$ cat config.mk
export PLATFORM = sky130hd
export DESIGN_NAME = rom_bank
export DESIGN_NICKNAME = d
export VERILOG_FILES = /design/src/verilog/shell_defines.svh /design/src/verilog/loader_pkg.sv /design/src/verilog/rom_bank.sv
export SDC_FILE = /design/constraint.sdc
export NUM_CORES = 2
export LEC_CHECK = 0
export BUFFER_PORTS_ARGS = -buffer_cell sky130_fd_sc_hd__buf_2
export CORE_MARGIN = 10
export CORE_UTILIZATION = 59
export DETAILED_ROUTE_END_ITERATION = 7
export PLACE_DENSITY = 0.77
export SLEW_MARGIN = 20
export SYNTH_ARGS = -nofsm -noshare
export SYNTH_HDL_FRONTEND = slang
export SYNTH_SLANG_ARGS = --single-unit
$ cat constraint.sdc
create_clock -name clk_74a -period 2.4 [get_ports clk_74a]
set_input_delay 0.12 -clock clk_74a [delete_from_list [all_inputs] [get_ports clk_74a]]
set_output_delay 0.12 -clock clk_74a [all_outputs]
set_load 0.02 [all_outputs]
$ cat src/verilog/shell_defines.svh
// shared constants of the arcade shell
// bridge tag, bank sizes, region bounds, hblank delay
`ifndef SHELL_DEFINES_SVH
`define SHELL_DEFINES_SVH

//////////////////////////////////////////////////////////////////////
// bridge address decode
//////////////////////////////////////////////////////////////////////

// upper address byte marking ROM data
`define ROM_ADDR_TAG 8'h10

//////////////////////////////////////////////////////////////////////
// ROM banks
//////////////////////////////////////////////////////////////////////

// bank address widths in bytes
`define MAIN_ROM_AW 15
`define SOUND_ROM_AW 12
`define WAVE_ROM_AW 8

// region bounds in the download byte space
// main program sits below 2**MAIN_ROM_AW
`define SOUND_ROM_BASE 25'h000_E000
`define SOUND_ROM_END 25'h000_F000
`define WAVE_ROM_BASE 25'h000_FF00

// pixel strobes between core hblank and the one used for data enable
`define HBLANK_DELAY 9

`endif

$ cat src/verilog/loader_pkg.sv
// download types
// byte, byte address and ROM region select
`default_nettype none

package loader_pkg;

    // one byte of the ROM stream
    typedef logic [7:0] rom_byte_t;

    // byte address in the download space
    // bits 24..0 of the bridge address
    typedef logic [24:0] rom_addr_t;

    // destination bank of a download byte
    // none means the byte is dropped
    typedef enum logic [1:0] {
        REGION_NONE  = 2'd0,
        REGION_MAIN  = 2'd1,
        REGION_SOUND = 2'd2,
        REGION_WAVE  = 2'd3
    } rom_region_t;

endpackage

`default_nettype wire

$ cat src/verilog/rom_bank.sv
// rom_bank
// single clock byte memory, download write port
// and registered read port for the game core
`default_nettype none

module rom_bank import loader_pkg::*; #(
    parameter int addr_width = 8
) (
    input  logic                  clk_74a,
    input  logic                  wr_en,
    input  logic [addr_width-1:0] wr_addr,
    input  rom_byte_t             wr_data,
    input  logic [addr_width-1:0] rd_addr,
    output rom_byte_t             rd_data
);

    localparam int depth = 2 ** addr_width;

    // storage, maps onto block RAM
    rom_byte_t mem [depth];

    // download side
    always_ff @(posedge clk_74a) begin
        if (wr_en) begin
            mem[wr_addr] <= wr_data;
        end
    end

    // core side
    // data one cycle after the address
    always_ff @(posedge clk_74a) begin
        rd_data <= mem[rd_addr];
    end

endmodule

`default_nettype wire

==> flow_summary.json <==
{
  "syn-num-nets": 3759,
  "gp_congestion": 0.890,
  "route.vias.total": 42379,
  "p_seq_share_pct": 53.8,
  "status": "finished, final reports clean",
  "wire_per_inst_um": 32.3,
  "die_area_um2": 150000,
  "grt_pass1_wl_mm": 297,
  "yosysWarnings": 0,
  "final_nets": 4378,
  "route.antenna.remaining_nets": 0,
  "core_um2": 134000,
  "fmax_mhz": 425,
  "clock_power_share_pct": 40.6,
  "async_flop_share_pct": 0,
  "vias_per_cell": 6.74,
  "worstSetupEndpointType": "register",
  "synth_cell_types": 55,
  "cts_buffers": 194,
  "period_needed_ns": 2.35,
  "drv_cap": 0,
  "wirelength_mm": 203,
  "antenna_found_initial": 13,
  "min_path_type": "input pin to register",
  "drtIter0Drc": 6549,
  "p_sw_share_pct": 21.4,
  "clkTransAtPathRegs_ns": 0.06,
  "max_slew_margin_pct": 42.9,
  "grt_pass1_vias": 42746,
  "grt_max_degree": 105,
  "drv_slew": 0,
  "power_mw": 73.6,
  "root_buffer": "clkbuf_16",
  "netlist_top_cells_area": "edfxtp_1 77%, mux4_2 13%, mux2i_1 1.7%",
  "leakage_nw": 29.9,
  "yosysMostFrequentCell": "edfxtp_1",
  "fillers": 7669,
  "worstSkewPairLatency_ns": 0.84,
  "peakVddDrop_uv": 916,
  "area_growth_pct": 16.3,
  "port_buffers": 33,
  "yosysTopAreaCellShare_pct": 77.3,
  "cts_max_level": 4,
  "dp_cells": 5912,
  "io_pins": 34,
  "post-route-period-util_pct": 98.0,
  "synth-edff-count": 2048,
  "grt_setup_unrepaired": "no",
  "stdcell_count": 6285,
  "start_util_pct": 59.5,
  "cts_buffer_depth": 3,
  "synth.cell_area_um2": 79600,
  "crit_arrival_ns": 3.09,
  "fin_setup_tns_ns": 0,
  "row_count": 134,
  "start_kind": "register",
  "cts_tree": "built",
  "cp_data_required_time_ns": 3.14,
  "critPathMaxFanout": 1,
  "syn_inst": 3733,
  "setup_viol": 0,
  "drtPass1Iterations": 5,
  "die_h_um": 387,
  "holdWs_ns": 0.105,
  "post_cts_buffers": 0,
  "avgSynthCellArea_um2": 21.3,
  "p_comb_share_pct": 5.6,
  "powerDensity_nw_per_um2": 796,
  "tightest_slew_ns": 0.855,
  "power.switching_mw": 15.8,
  "netlist_top_cells_count": "2,048 x edfxtp_1, 454 x mux4_2, 282 x nor2_1",
  "fin_skew_ns": 0.0389,
  "hpwlAfterDp_mm": 126,
  "drcViolationCount": 0,
  "die_w_um": 387,
  "ys_seq_area_share_pct": 77.5,
  "internal-power_mw": 57.8,
  "yosysTopAreaCell": "edfxtp_1",
  "overflow": 0,
  "synth_flop_cell": "edfxtp_1",
  "crit_type": "register to register",
  "synth_seq_cells": 2056,
  "layout-drive-gt1-share_pct": 31.0,
  "report.final.hold_viol_count": 0,
  "numClockSinks": 2056,
  "grt_use_total_pct": 26.9
}
[power by group through the flow]
stage               combinational [mW]  clock (mW)  sequential [mW]
global route                      4.31        31.4             39.6
detailed placement                3.98           0             40.4
finish                            4.13        29.9             39.6
floorplan                         1.92           0             40.4
CTS                               4.06        30.1             39.6
global placement                  3.90           0             40.4
[path summary, 6_finish.rpt]
path                                      startpoint                 end  slack (ns)  cells after the start
worst max-delay path            mem[64][0]$_DFFE_PP_  rd_data[0]$_DFF_P_        0.05                      6
worst min-delay path                      rd_addr[4]  rd_data[6]$_DFF_P_        0.10                      5
worst max register to register  mem[64][0]$_DFFE_PP_  rd_data[0]$_DFF_P_        0.05                      6
worst min register to register  mem[40][3]$_DFFE_PP_  rd_data[3]$_DFF_P_        1.08                      7
[routing by layer]
metal,part of all wire [%],up-vias,global-route usage (%)
li1,-,16921,-
met1,35,21877,36.8
met2,48,3054,42.3
met3,12,511,6.45
met4,4.2,16,10.5
met5,0.058,-,0
[metrics by stage]
step | cell area [um^2] | worst slack (ns) | utilization, %
after CTS | 92400 | 0.0130 | 69.1
after floorplan | 79600 | 0.342 | -
final | 92500 | 0.0491 | 69.2
after global routing | 92500 | 0.0102 | 69.2
after detailed placement | 86100 | -0.722 | 64.3
after global placement | 86100 | -1.02 | 64.3
[sequential cells by signal (all words and copies together) (netlist names)]
name     count
rd_data      8
mem       2048
[cell usage in the layout, fill, tap and decap left out, drive strengths merged, types with 33 or more instances in the layout]
cell type / n
mux4: 456
edfxtp: 2048
nand2: 33
o221ai: 47
a21oi: 96
nor2: 282
clkbuf: 261
mux2i: 134
clkinv: 84
buf: 636
nand3: 34
a22oi: 133
[kinds of logic (layout without fill, tap and decap cells)]
| kind of cell | count (synthesis) | count (layout) | synth area share, % |
|---|---|---|---|
| compound gates | 385 | 385 | 3.42 |
| simple gates | 466 | 466 | 2.63 |
| other cells | 0 | 2 | 0 |
| mux | 591 | 591 | 14.6 |
| buf+inv | 235 | 1017 | 1.83 |
| flops | 2056 | 2056 | 77.5 |
[worst max-delay path, cell delays in order, from the launching register on]
cell and delay, ns:
edfxtp_1 0.41, mux4_2 0.54, mux4_2 0.47, nor2b_1 0.25
nor4_4 0.39, buf_4 0.17, nor4_2 0.04
[area by class of cell]
| cell class | count | area, um^2 | share of cell area, % |
|---|---|---|---|
| Inverter | 2 | 7.51 | 0.00811 |
| Tap cell | 1768 | 2210 | 2.39 |
| Sequential cell | 2056 | 61700 | 66.6 |
| Clock inverter | 106 | 983 | 1.06 |
| Timing Repair Buffer | 656 | 5840 | 6.31 |
| Clock buffer | 253 | 5170 | 5.59 |
| Antenna cell | 2 | 5.00 | 0.00541 |
| Multi-Input combinational cell | 1442 | 16600 | 18.0 |
[repair_timing]
| item | CTS | global route |
|---|---|---|
| gates cloned | 0 | 0 |
| pin swaps | 2 | 5 |
| hold buffers | 12 | 0 |
| hold endpoints to repair | 557 | 0 |
| endpoints found under the setup margin | 7 | 5 |
| resized for setup | 12 | 16 |
(Power assumes the default switching activity.)
