### src/verilog/shell_defines.svh
// shared constants of the arcade shell
// bridge tag, bank sizes, region bounds, hblank delay
`ifndef SHELL_DEFINES_SVH
`define SHELL_DEFINES_SVH

//////////////////////////////////////////////////////////////////////
// bridge address decode
//////////////////////////////////////////////////////////////////////

// upper address byte marking ROM data
`define ROM_ADDR_TAG 8'h10

//////////////////////////////////////////////////////////////////////
// ROM banks
//////////////////////////////////////////////////////////////////////

// bank address widths in bytes
`define MAIN_ROM_AW 15
`define SOUND_ROM_AW 12
`define WAVE_ROM_AW 8

// region bounds in the download byte space
// main program sits below 2**MAIN_ROM_AW
`define SOUND_ROM_BASE 25'h000_E000
`define SOUND_ROM_END 25'h000_F000
`define WAVE_ROM_BASE 25'h000_FF00

// pixel strobes between core hblank and the one used for data enable
`define HBLANK_DELAY 9

`endif

### src/verilog/video_pkg.sv
// video pixel types
// core side RGB444 and scaler side RGB888
`default_nettype none

package video_pkg;

    // pixel as produced by the game core
    typedef struct packed {
        logic [3:0] r;
        logic [3:0] g;
        logic [3:0] b;
    } rgb444_t;

    // pixel as sent to the scaler
    // packs to r in 23:16, b in 7:0
    typedef struct packed {
        logic [7:0] r;
        logic [7:0] g;
        logic [7:0] b;
    } rgb888_t;

endpackage

`default_nettype wire
### src/verilog/video_out.sv
// video_out
// hblank delay line on pixel strobes, RGB444 to RGB888,
// data enable and one-cycle sync pulses
`default_nettype none

`include "shell_defines.svh"

module video_out import video_pkg::*; (
    input  logic    clk_74a,
    input  logic    rst_n,
    input  logic    pix_ce,
    input  rgb444_t core_rgb,
    input  logic    core_hblank,
    input  logic    core_vblank,
    input  logic    core_hs_n,
    input  logic    core_vs_n,
    output rgb888_t video_rgb,
    output logic    video_de,
    output logic    video_hs,
    output logic    video_vs
);

    logic [`HBLANK_DELAY-1:0] hbl_line;
    logic                     hbl_delayed;
    logic                     hs_prev;
    logic                     vs_prev;

    //////////////////////////////////////////////////////////////////////
    // hblank delay
    //////////////////////////////////////////////////////////////////////

    // advances once per pixel
    always_ff @(posedge clk_74a) begin
        if (!rst_n) begin
            hbl_line <= '0;
        end else if (pix_ce) begin
            hbl_line <= {hbl_line[`HBLANK_DELAY-2:0], core_hblank};
        end
    end

    assign hbl_delayed = hbl_line[`HBLANK_DELAY-1];

    //////////////////////////////////////////////////////////////////////
    // pixel and sync outputs
    //////////////////////////////////////////////////////////////////////

    always_ff @(posedge clk_74a) begin
        if (!rst_n) begin
            video_de <= 1'b0;
            video_hs <= 1'b0;
            video_vs <= 1'b0;
            hs_prev  <= 1'b0;
            vs_prev  <= 1'b0;
        end else begin
            video_de <= !(hbl_delayed || core_vblank);
            // rising edge of active sync
            video_hs <= !hs_prev && !core_hs_n;
            video_vs <= !vs_prev && !core_vs_n;
            hs_prev  <= !core_hs_n;
            vs_prev  <= !core_vs_n;
        end
    end

    // colour held through blanking
    // nibble duplicated so 4'hf maps to 8'hff
    always_ff @(posedge clk_74a) begin
        if (!(hbl_delayed || core_vblank)) begin
            video_rgb.r <= {2{core_rgb.r}};
            video_rgb.g <= {2{core_rgb.g}};
            video_rgb.b <= {2{core_rgb.b}};
        end
    end

endmodule

`default_nettype wire

### config.mk
export PLATFORM = sky130hd
export DESIGN_NAME = video_out
export DESIGN_NICKNAME = d
export VERILOG_FILES = /design/src/verilog/video_pkg.sv /design/src/verilog/video_out.sv
export VERILOG_INCLUDE_DIRS = /design/src /design/src/verilog
export SDC_FILE = /design/constraint.sdc
export NUM_CORES = 1
export LEC_CHECK = 0
export ABC_AREA = 1
export BUFFER_PORTS_ARGS = -buffer_cell sky130_fd_sc_hd__buf_4
export CAP_MARGIN = 20
export CORE_ASPECT_RATIO = 1.5
export CORE_MARGIN = 5
export CORE_UTILIZATION = 47
export DETAILED_ROUTE_END_ITERATION = 10
export HOLD_SLACK_MARGIN = 0.08
export MAX_ROUTING_LAYER = met4
export PLACE_DENSITY = 0.81
export REMOVE_ABC_BUFFERS = 1
export SYNTH_ARGS = -nofsm -noshare
export SYNTH_HDL_FRONTEND = slang
export SYNTH_SLANG_ARGS = --single-unit
export TNS_END_PERCENT = 20
### constraint.sdc
create_clock -name clk_74a -period 2.98 [get_ports clk_74a]
set_clock_uncertainty 0.1 [all_clocks]
set_input_delay 0.149 -clock clk_74a [delete_from_list [all_inputs] [get_ports clk_74a]]
set_output_delay 0.149 -clock clk_74a [all_outputs]
set_load 0.03 [all_outputs]
==> impl_metrics.csv <==
group,metric,value,unit
status,status,"finished clean",
clock_tree,cts.sinks,26,
synth,synthesis.area,967.2,um2
timing,setup_ws,1.333,ns
clock_tree,clockRootBuffer,"clkbuf_4",
grt,grt_pass1_vias,752,
timing,max_slew_margin,41.68,%
routing,wl_per_cell,11.88,um
power,p_seq_share,56.1,%
flow_run,maxCapViolations,0,
finish,finalNetCount,167,
floorplanning,die_h,65.56,um
floorplanning,die_w,47.04,um
power,power_density,500.6,mW/mm2
timing,hold_viol_final,0,
routing,final_antenna_net_count,0,
clock_tree,cts_buffer_depth,2,
timing,rsz0062_at_grt,"false",
routing,wl,2.007,mm
finish,final_cell_mix,"45 x buf_4, 20 x nor2_1, 20 x dlygate4sd3_1",
finish,final_cells,169,
floorplanning,initial_core_util,48.31,%
power,intPower,0.5390,mW
synth,synthTopCellsByArea,"edfxtp_1 37%, dfxtp_1 29%, buf_4 10%, nor2_1 7.8%, nand2_1 6.2%",
clock_tree,htree_num_levels,1,
synth,netlist_instances,93,
grt,grt_max_degree,19,
timing,slew_violations,0,
synth,yosysWarnings,0,
synth,ys_types,11,
clock_tree,tritoncts,"yes",
finish,num_antenna_cells,0,
finish,fillCellCount,162,
placed_design,dp_slack,1.500,ns
floorplanning,io_pins,46,
synth,netlist.area_leader.share,37.26,%
worst_hold_path,holdCritPathClass,"reg -> reg",
routing,drc,0,
grt,antenna_found_initial,0,
power,vdd_ir_drop_max,349.6,uV
routing,via_count,747,
grt,grt_first_pass_wirelength,3.070,mm
setup_path,worstSetupEndpointType,"register",
routing,dr.pass1.iters,4,
power,switching_share,25.68,%
placed_design,dp.cells,145,
timing,tightest_slew,0.8716,ns
clock_tree,clk_transition_reported_paths,0.13,ns
timing,tns,0,ns
setup_path,critical_path_class,"in -> reg",
clock_tree,postCtsSetupBuffers,0,
routing,drtIter0Drc,18,
timing,finalSetupViolCount,0,
floorplanning,die_area,0.003084,mm2
clock_tree,clk_latency,0.31,ns
grt,grt_use_total,14.46,%
power,pwr-share-comb,20.4,%
placed_design,place.gp.congestion,0.7290,
setup_path,worst_setup_path_start_kind,"input pin",
routing,viasPerCell,4.420,
finish,drive_above_1_share,36.05,%
timing,fin_crit,1.647,ns
power,p_leak,0.6816,nW
power,p_sw,0.1863,mW
placed_design,hpwl,1.377,mm
setup_path,cp.arrival,1.50,ns
synth,yosysTopAreaCell,"edfxtp_1",
finish,final_common_cell,"buf_4",
synth,ys_ff_latch,26,
power,clock_power_share,23.4,%
finish,area_growth,49.81,%
timing,timing.final.crit_share,55.26,%
timing,max_freq,0.6073,GHz
setup_path,crit_required,2.84,ns
floorplanning,rows,20,
floorplanning,fp.coreArea,0.002002,mm2
grt,grt_overflow,0,
setup_path,critPathMaxFanout,12,
synth,synth-seq-area-share,66.24,%
clock_tree,cts.repair.resized,0,
synth,avgSynthCellArea,10.40,um2
power,total_power,0.7253,mW
clock_tree,numCtsBuffers,3,
placed_design,io_buffers,45,
[logic make-up after synthesis]
logic type | Yosys count | synth area share [%]
flip-flops | 26 | 66.24
buffers and inverters | 25 | 16.30
AND/OR/NAND/NOR | 42 | 17.46
[flip-flops by register name, indices dropped and copies added (netlist names)]
register	count
hs_prev	1
hbl_line	9
video_rgb	12
video_de	1
vs_prev	1
video_hs	1
video_vs	1
[repair_timing]
| action | CTS | global route |
|---|---|---|
| hold endpoints to repair | 26 | 0 |
| setup endpoints to repair | 0 | 0 |
| hold buffers | 20 | 0 |
[power groups by stage]
stage / clock network, mW / registers [mW] / logic, mW
floorplan: 0 / 0.458 / 0.0224
global placement: 0 / 0.413 / 0.124
detailed placement: 0 / 0.415 / 0.127
CTS: 0.175 / 0.407 / 0.149
global route: 0.187 / 0.411 / 0.160
finish: 0.170 / 0.407 / 0.148
[cell usage after synthesis]
library cell,count
buf_4,13
buf_6,2
dfxtp_1,14
edfxtp_1,12
inv_1,9
inv_2,1
nand2_1,16
nand2_2,2
nor2_1,20
nor2_2,1
nor3_1,3
[final timing paths]
kind,start,endpoint,slack (ns),depth (start not counted)
hold reg to reg,vs_prev,video_vs,0.30,1
setup / recovery,core_vblank,video_rgb[4],1.33,3
setup reg to reg,hbl_line[8],video_rgb[4],1.52,1
hold / removal,vs_prev,video_vs,0.30,1
[cell type report]
class | instances | area [um2] | area share (%)
Multi-Input combinational cell | 42 | 168.9 | 11.66
Tap cell | 22 | 27.53 | 1.900
Clock buffer | 4 | 36.28 | 2.504
Inverter | 10 | 37.54 | 2.591
Timing Repair Buffer | 65 | 538.0 | 37.13
Sequential cell | 26 | 640.6 | 44.21
[worst max-delay path: stages]
cell and delay [ns]:
dlygate4sd3_1 0.54, buf_4 0.14, nor2_1 0.67
[layer usage]
metal | vias to the layer above | share of wire, % | wire [um] | track usage (%)
met4 | 0 | 1.9 | 38 | 7.266
met3 | 4 | 12 | 245 | 2.466
met5 | - | 0 | 0 | -
met1 | 324 | 34 | 690 | 13.86
li1 | 378 | - | - | -
met2 | 41 | 51 | 1033 | 26.02
[through the flow]
step	hold WS [ns]	utilization [%]	area, um2
2_1_floorplan	0.1214	-	847.1
3_5_place_dp	0.2221	60.56	1212
4_1_cts	0.2980	72.38	1449
6_report	0.3007	72.38	1449
5_1_grt	0.3111	72.38	1449
3_3_place_gp	0.2180	60.56	1212
Power figures use the tool's default switching activity.
