File: src/verilog/shell_defines.svh
// shared constants of the arcade shell
// bridge tag, bank sizes, region bounds, hblank delay
`ifndef SHELL_DEFINES_SVH
`define SHELL_DEFINES_SVH

//////////////////////////////////////////////////////////////////////
// bridge address decode
//////////////////////////////////////////////////////////////////////

// upper address byte marking ROM data
`define ROM_ADDR_TAG 8'h10

//////////////////////////////////////////////////////////////////////
// ROM banks
//////////////////////////////////////////////////////////////////////

// bank address widths in bytes
`define MAIN_ROM_AW 15
`define SOUND_ROM_AW 12
`define WAVE_ROM_AW 8

// region bounds in the download byte space
// main program sits below 2**MAIN_ROM_AW
`define SOUND_ROM_BASE 25'h000_E000
`define SOUND_ROM_END 25'h000_F000
`define WAVE_ROM_BASE 25'h000_FF00

// pixel strobes between core hblank and the one used for data enable
`define HBLANK_DELAY 9

`endif

File: src/verilog/loader_pkg.sv
// download types
// byte, byte address and ROM region select
`default_nettype none

package loader_pkg;

    // one byte of the ROM stream
    typedef logic [7:0] rom_byte_t;

    // byte address in the download space
    // bits 24..0 of the bridge address
    typedef logic [24:0] rom_addr_t;

    // destination bank of a download byte
    // none means the byte is dropped
    typedef enum logic [1:0] {
        REGION_NONE  = 2'd0,
        REGION_MAIN  = 2'd1,
        REGION_SOUND = 2'd2,
        REGION_WAVE  = 2'd3
    } rom_region_t;

endpackage

`default_nettype wire

File: src/verilog/rom_loader.sv
// rom_loader
// download window, game reset, bridge word to byte unpacking
// and region decode of each outgoing byte
`default_nettype none

`include "shell_defines.svh"

module rom_loader import loader_pkg::*; (
    input  logic        clk_74a,
    input  logic        rst_n,
    input  logic        bridge_wr,
    input  logic [31:0] bridge_addr,
    input  logic [31:0] bridge_wr_data,
    input  logic        dataslot_requestwrite,
    input  logic        dataslot_allcomplete,
    output logic        download,
    output logic        game_reset,
    output logic        dl_wr,
    output rom_addr_t   dl_addr,
    output rom_byte_t   dl_data,
    output rom_region_t dl_region
);

    localparam rom_addr_t wave_base = `WAVE_ROM_BASE;

    logic        tagged_wr;
    logic [31:0] word_q;
    rom_addr_t   base_q;
    logic [1:0]  byte_cnt;

    //////////////////////////////////////////////////////////////////////
    // download window
    //////////////////////////////////////////////////////////////////////

    // request wins over complete in the same cycle
    always_ff @(posedge clk_74a) begin
        if (!rst_n) begin
            download <= 1'b0;
        end else if (dataslot_requestwrite) begin
            download <= 1'b1;
        end else if (dataslot_allcomplete) begin
            download <= 1'b0;
        end
    end

    // core held in reset while loading
    assign game_reset = !rst_n || download;

    //////////////////////////////////////////////////////////////////////
    // word to byte unpacking
    //////////////////////////////////////////////////////////////////////

    assign tagged_wr = bridge_wr && download && (bridge_addr[31:24] == `ROM_ADDR_TAG);

    // dl_wr doubles as the busy flag while byte_cnt picks the byte
    always_ff @(posedge clk_74a) begin
        if (!rst_n) begin
            dl_wr    <= 1'b0;
            byte_cnt <= 2'd0;
        end else if (tagged_wr) begin
            dl_wr    <= 1'b1;
            byte_cnt <= 2'd0;
        end else if (dl_wr) begin
            // stop after the last byte
            dl_wr    <= (byte_cnt != 2'd3);
            byte_cnt <= byte_cnt + 2'd1;
        end
    end

    // latched word and base address
    always_ff @(posedge clk_74a) begin
        if (tagged_wr) begin
            word_q <= bridge_wr_data;
            base_q <= bridge_addr[24:0];
        end
    end

    assign dl_addr = base_q + rom_addr_t'(byte_cnt);

    // big endian with the msb first
    always_comb begin
        case (byte_cnt)
            2'd0:    dl_data = word_q[31:24];
            2'd1:    dl_data = word_q[23:16];
            2'd2:    dl_data = word_q[15:8];
            default: dl_data = word_q[7:0];
        endcase
    end

    //////////////////////////////////////////////////////////////////////
    // region decode
    //////////////////////////////////////////////////////////////////////

    always_comb begin
        if (dl_addr[24:`MAIN_ROM_AW] == '0) begin
            dl_region = REGION_MAIN;
        end else if (dl_addr >= `SOUND_ROM_BASE && dl_addr < `SOUND_ROM_END) begin
            dl_region = REGION_SOUND;
        end else if (dl_addr[24:`WAVE_ROM_AW] == wave_base[24:`WAVE_ROM_AW]) begin
            // wave bank only covers its own 256 byte page
            dl_region = REGION_WAVE;
        end else begin
            dl_region = REGION_NONE;
        end
    end

endmodule

`default_nettype wire

File: config.mk
export PLATFORM = sky130hd
export DESIGN_NAME = rom_loader
export DESIGN_NICKNAME = d
export VERILOG_FILES = /design/src/verilog/loader_pkg.sv /design/src/verilog/rom_loader.sv
export VERILOG_INCLUDE_DIRS = /design/src /design/src/verilog
export SDC_FILE = /design/constraint.sdc
export NUM_CORES = 1
export LEC_CHECK = 0
export BUFFER_PORTS_ARGS = -buffer_cell sky130_fd_sc_hd__buf_2
export CAP_MARGIN = 20
export CORE_UTILIZATION = 45
export DETAILED_ROUTE_END_ITERATION = 10
export MAX_ROUTING_LAYER = met4
export PLACE_DENSITY = 0.76
export SYNTH_ARGS = -nofsm -noshare
export SYNTH_HDL_FRONTEND = slang
export SYNTH_SLANG_ARGS = --single-unit
File: constraint.sdc
create_clock -name clk_74a -period 2.6 [get_ports clk_74a]
set_input_delay 0.26 -clock clk_74a [delete_from_list [all_inputs] [get_ports clk_74a]]
set_output_delay 0.26 -clock clk_74a [all_outputs]
set_load 0.02 [all_outputs]
==> flow_metrics.env <==
export IMPL_status="finished with violations"
export IMPL_violations="negative setup slack"
export IMPL_core_area_sq_um=6386
export IMPL_fin_ws_ps=-352.9
export IMPL_pwr_share_seq_pct=50.9
export IMPL_startpoint_type="flip-flop"
export IMPL_layout_drive_gt1_share_pct=50.00
export IMPL_min_period_over_period_pct=113.6
export IMPL_cts_clk_slew_worst_paths_ps=80
export IMPL_wl_um=6415
export IMPL_vias_per_cell=5.118
export IMPL_total_power_mw=2.106
export IMPL_overflow=0
export IMPL_setup_tns_ps=-1067
export IMPL_rrSetupSlack_ps=1250
export IMPL_ys_ff_latch=61
export IMPL_rsz0062_at_grt="yes"
export IMPL_swShare_pct=20.85
export IMPL_drc=0
export IMPL_diodes=0
export IMPL_globalplace_congestion=0.8168
export IMPL_ir_worst_vdd_mv=0.5741
export IMPL_period_minus_slack_ps=2953
export IMPL_utilization_pct=66.40
export IMPL_cts_tree="yes"
export IMPL_avgSynthCellArea_sq_um=12.90
export IMPL_syn_area_sq_um=2980
export IMPL_placed_cell_area_sq_um=3824
export IMPL_firstDrtPassIters=5
export IMPL_area_delta_synth_final_pct=42.28
export IMPL_critPathBufInv=5
export IMPL_p_switching_mw=0.4391
export IMPL_endpoint_kind="output pin"
export IMPL_finalClockSkew_ps=6.957
export IMPL_p_per_area_nw_per_um2=496.6
export IMPL_grt_max_degree=31
export IMPL_setup_viol=6
export IMPL_slew_viol_final=0
export IMPL_mostFrequentLayoutCells="98 x buf_2, 57 x edfxtp_1, 37 x buf_4"
export IMPL_path_class="flip-flop to output pin"
export IMPL_dp_hpwl_um=4628
export IMPL_antenna_found_initial=0
export IMPL_ant_nets=0
export IMPL_row_count=29
export IMPL_p_leak_nw=1.795
export IMPL_p_clk_share_pct=46.2
export IMPL_postLayoutCellArea_sq_um=4240
export IMPL_vias=2339
export IMPL_path_max_fanout=4
export IMPL_clk_latency_ps=350
export IMPL_maxCapViolCount=0
export IMPL_dieArea_sq_um=6952
export IMPL_p_comb_share_pct=2.9
export IMPL_detail_route_wl_per_cell_um=14.04
export IMPL_placed_cells=433
export IMPL_cts_buffers=9
export IMPL_track_usage_pct=19.10
export IMPL_dieHeight_um=83.38
export IMPL_cp_slowest_stage_delay_ps=370
export IMPL_drtIter0Drc=85
export IMPL_hold_violations=0
export IMPL_cts_max_level=3
export IMPL_hold_slack_ps=82.16
export IMPL_io_buffers=106
export IMPL_die_w_um=83.38
export IMPL_nets=451
export IMPL_syn_inst=231
export IMPL_arrival_ps=2690
export IMPL_place_ws_ps=-345.1
export IMPL_intPower_mw=1.667
export IMPL_worst_slew_pin_slew_ps=535.4
export IMPL_final_common_cell="buf_2"
export IMPL_first_global_vias=2257
export IMPL_cpMaxStageDelayCell="edfxtp_1"
export IMPL_ys_types=48
export IMPL_cts_root_buffer="clkbuf_8"
export IMPL_io_pins=107
export IMPL_grt_pass1_wl_um=9839
export IMPL_slew_limit_headroom_pct=64.31
export IMPL_cts_num_sinks=61
export IMPL_path_cells="ha_4 -> inv_2 -> fa_2 -> nand4b_4 -> buf_6 -> buf_4 -> nor3_4 -> nand3_2 -> xor2_2 -> inv_2 -> nand4_1 -> a21oi_2 -> buf_4"
export IMPL_synth_nets=307
export IMPL_crit_family="simple AND/OR/NAND/NOR gates"
export IMPL_fmax_ghz=0.3387
export IMPL_synth_yosys_seq_area_share_pct=60.12
export IMPL_start_util_pct=46.67
export IMPL_clock_path_buffers=2
export IMPL_instances_no_fill=457
export IMPL_hold_path_class="input port to flip-flop"
export IMPL_crit_required_ps=2340
export IMPL_ys_warn_count=0
==> power by group through the flow <==
stage | logic, mW | clock network, mW | registers (mW)
floorplan | 0.00638 | 0 | 1.10
global placement | 0.0594 | 0 | 1.09
detailed placement | 0.0605 | 0 | 1.09
CTS | 0.0612 | 1.00 | 1.07
global route | 0.0661 | 1.03 | 1.07
finish | 0.0608 | 0.973 | 1.07
==> registers in the layout, summed over array words and instances (netlist names) <==
name	flops
base_q	25
dl_wr	1
byte_cnt	2
word_q	32
download	1
==> cell usage after synthesis (all sizes together) <==
master	n	area, sq um
clkbuf	5	18.77
nand2b	2	12.51
or4b	1	10.01
nand2	15	56.30
o21ai	1	5.000
and2	3	18.77
a21bo	1	10.01
o21a	1	7.510
dfxtp	4	80.08
nor3	7	40.04
a31oi	1	6.260
nand4	6	43.79
inv	18	67.56
a21oi	4	20.02
a32oi	2	17.52
o32ai	1	8.760
nand3b	2	15.01
and4	2	18.77
nand4b	1	23.77
fa	1	20.02
mux2i	10	100.1
a211oi	2	15.01
buf	3	20.01
a222oi	8	80.08
xor2	8	77.58
nor2b	1	6.260
nand3	11	65.06
and4b	1	10.01
nor3b	1	7.510
a21boi	1	7.510
xnor2	18	157.7
nor2	16	60.06
and3	2	12.51
or4	1	11.26
o21bai	1	7.510
edfxtp	57	1712
or2	1	6.260
a21o	2	15.01
nor4	3	33.78
ha	6	75.07
==> logic make-up (layout without fill, tap and decap cells) <==
logic type / after synthesis / count (layout) / synth area share, %
and+or+nand+nor: 76 / 76 / 15.16
DFF: 61 / 61 / 60.12
xor gates and xnor gates: 26 / 26 / 7.893
buffers and inverters: 26 / 175 / 3.568
AOI/OAI and AO/OA: 25 / 25 / 6.717
muxes: 10 / 10 / 3.359
adders and majority gates: 7 / 7 / 3.191
==> final cells by class <==
cell class                 count  area (sq um)
sequential                    61          1795
tap                           77         96.34
inverter                      18         71.32
clock buffer                   9         123.9
timing repair buffer         141         844.6
fill                         478          2146
multi-input combinational    144          1204
clock inverter                 7         105.1
==> routing by layer <==
| metal | up-vias | wire [um] | global-route usage [%] |
|---|---|---|---|
| met5 | - | 0 | - |
| met4 | 0 | 51 | 6.740 |
| met3 | 5 | 443 | 6.759 |
| met2 | 95 | 3377 | 33.90 |
| met1 | 1095 | 2542 | 19.38 |
| li1 | 1144 | - | - |
==> path summary, 6_finish.rpt <==
path                      from      endpoint  cells past startpoint
min          bridge_wr_data[8]     word_q[8]                      1
max reg2reg           download    word_q[28]                      3
max                  base_q[0]  dl_region[0]                     13
min reg2reg              dl_wr         dl_wr                      2
==> timing repair <==
item / in CTS / in global routing
hold buffers: 0 / 0
setup buffers: 3 / 5
resized for setup: 13 / 19
setup endpoints to repair: 12 / 12
pin swaps: 6 / 6
(Power assumes the default switching activity.)
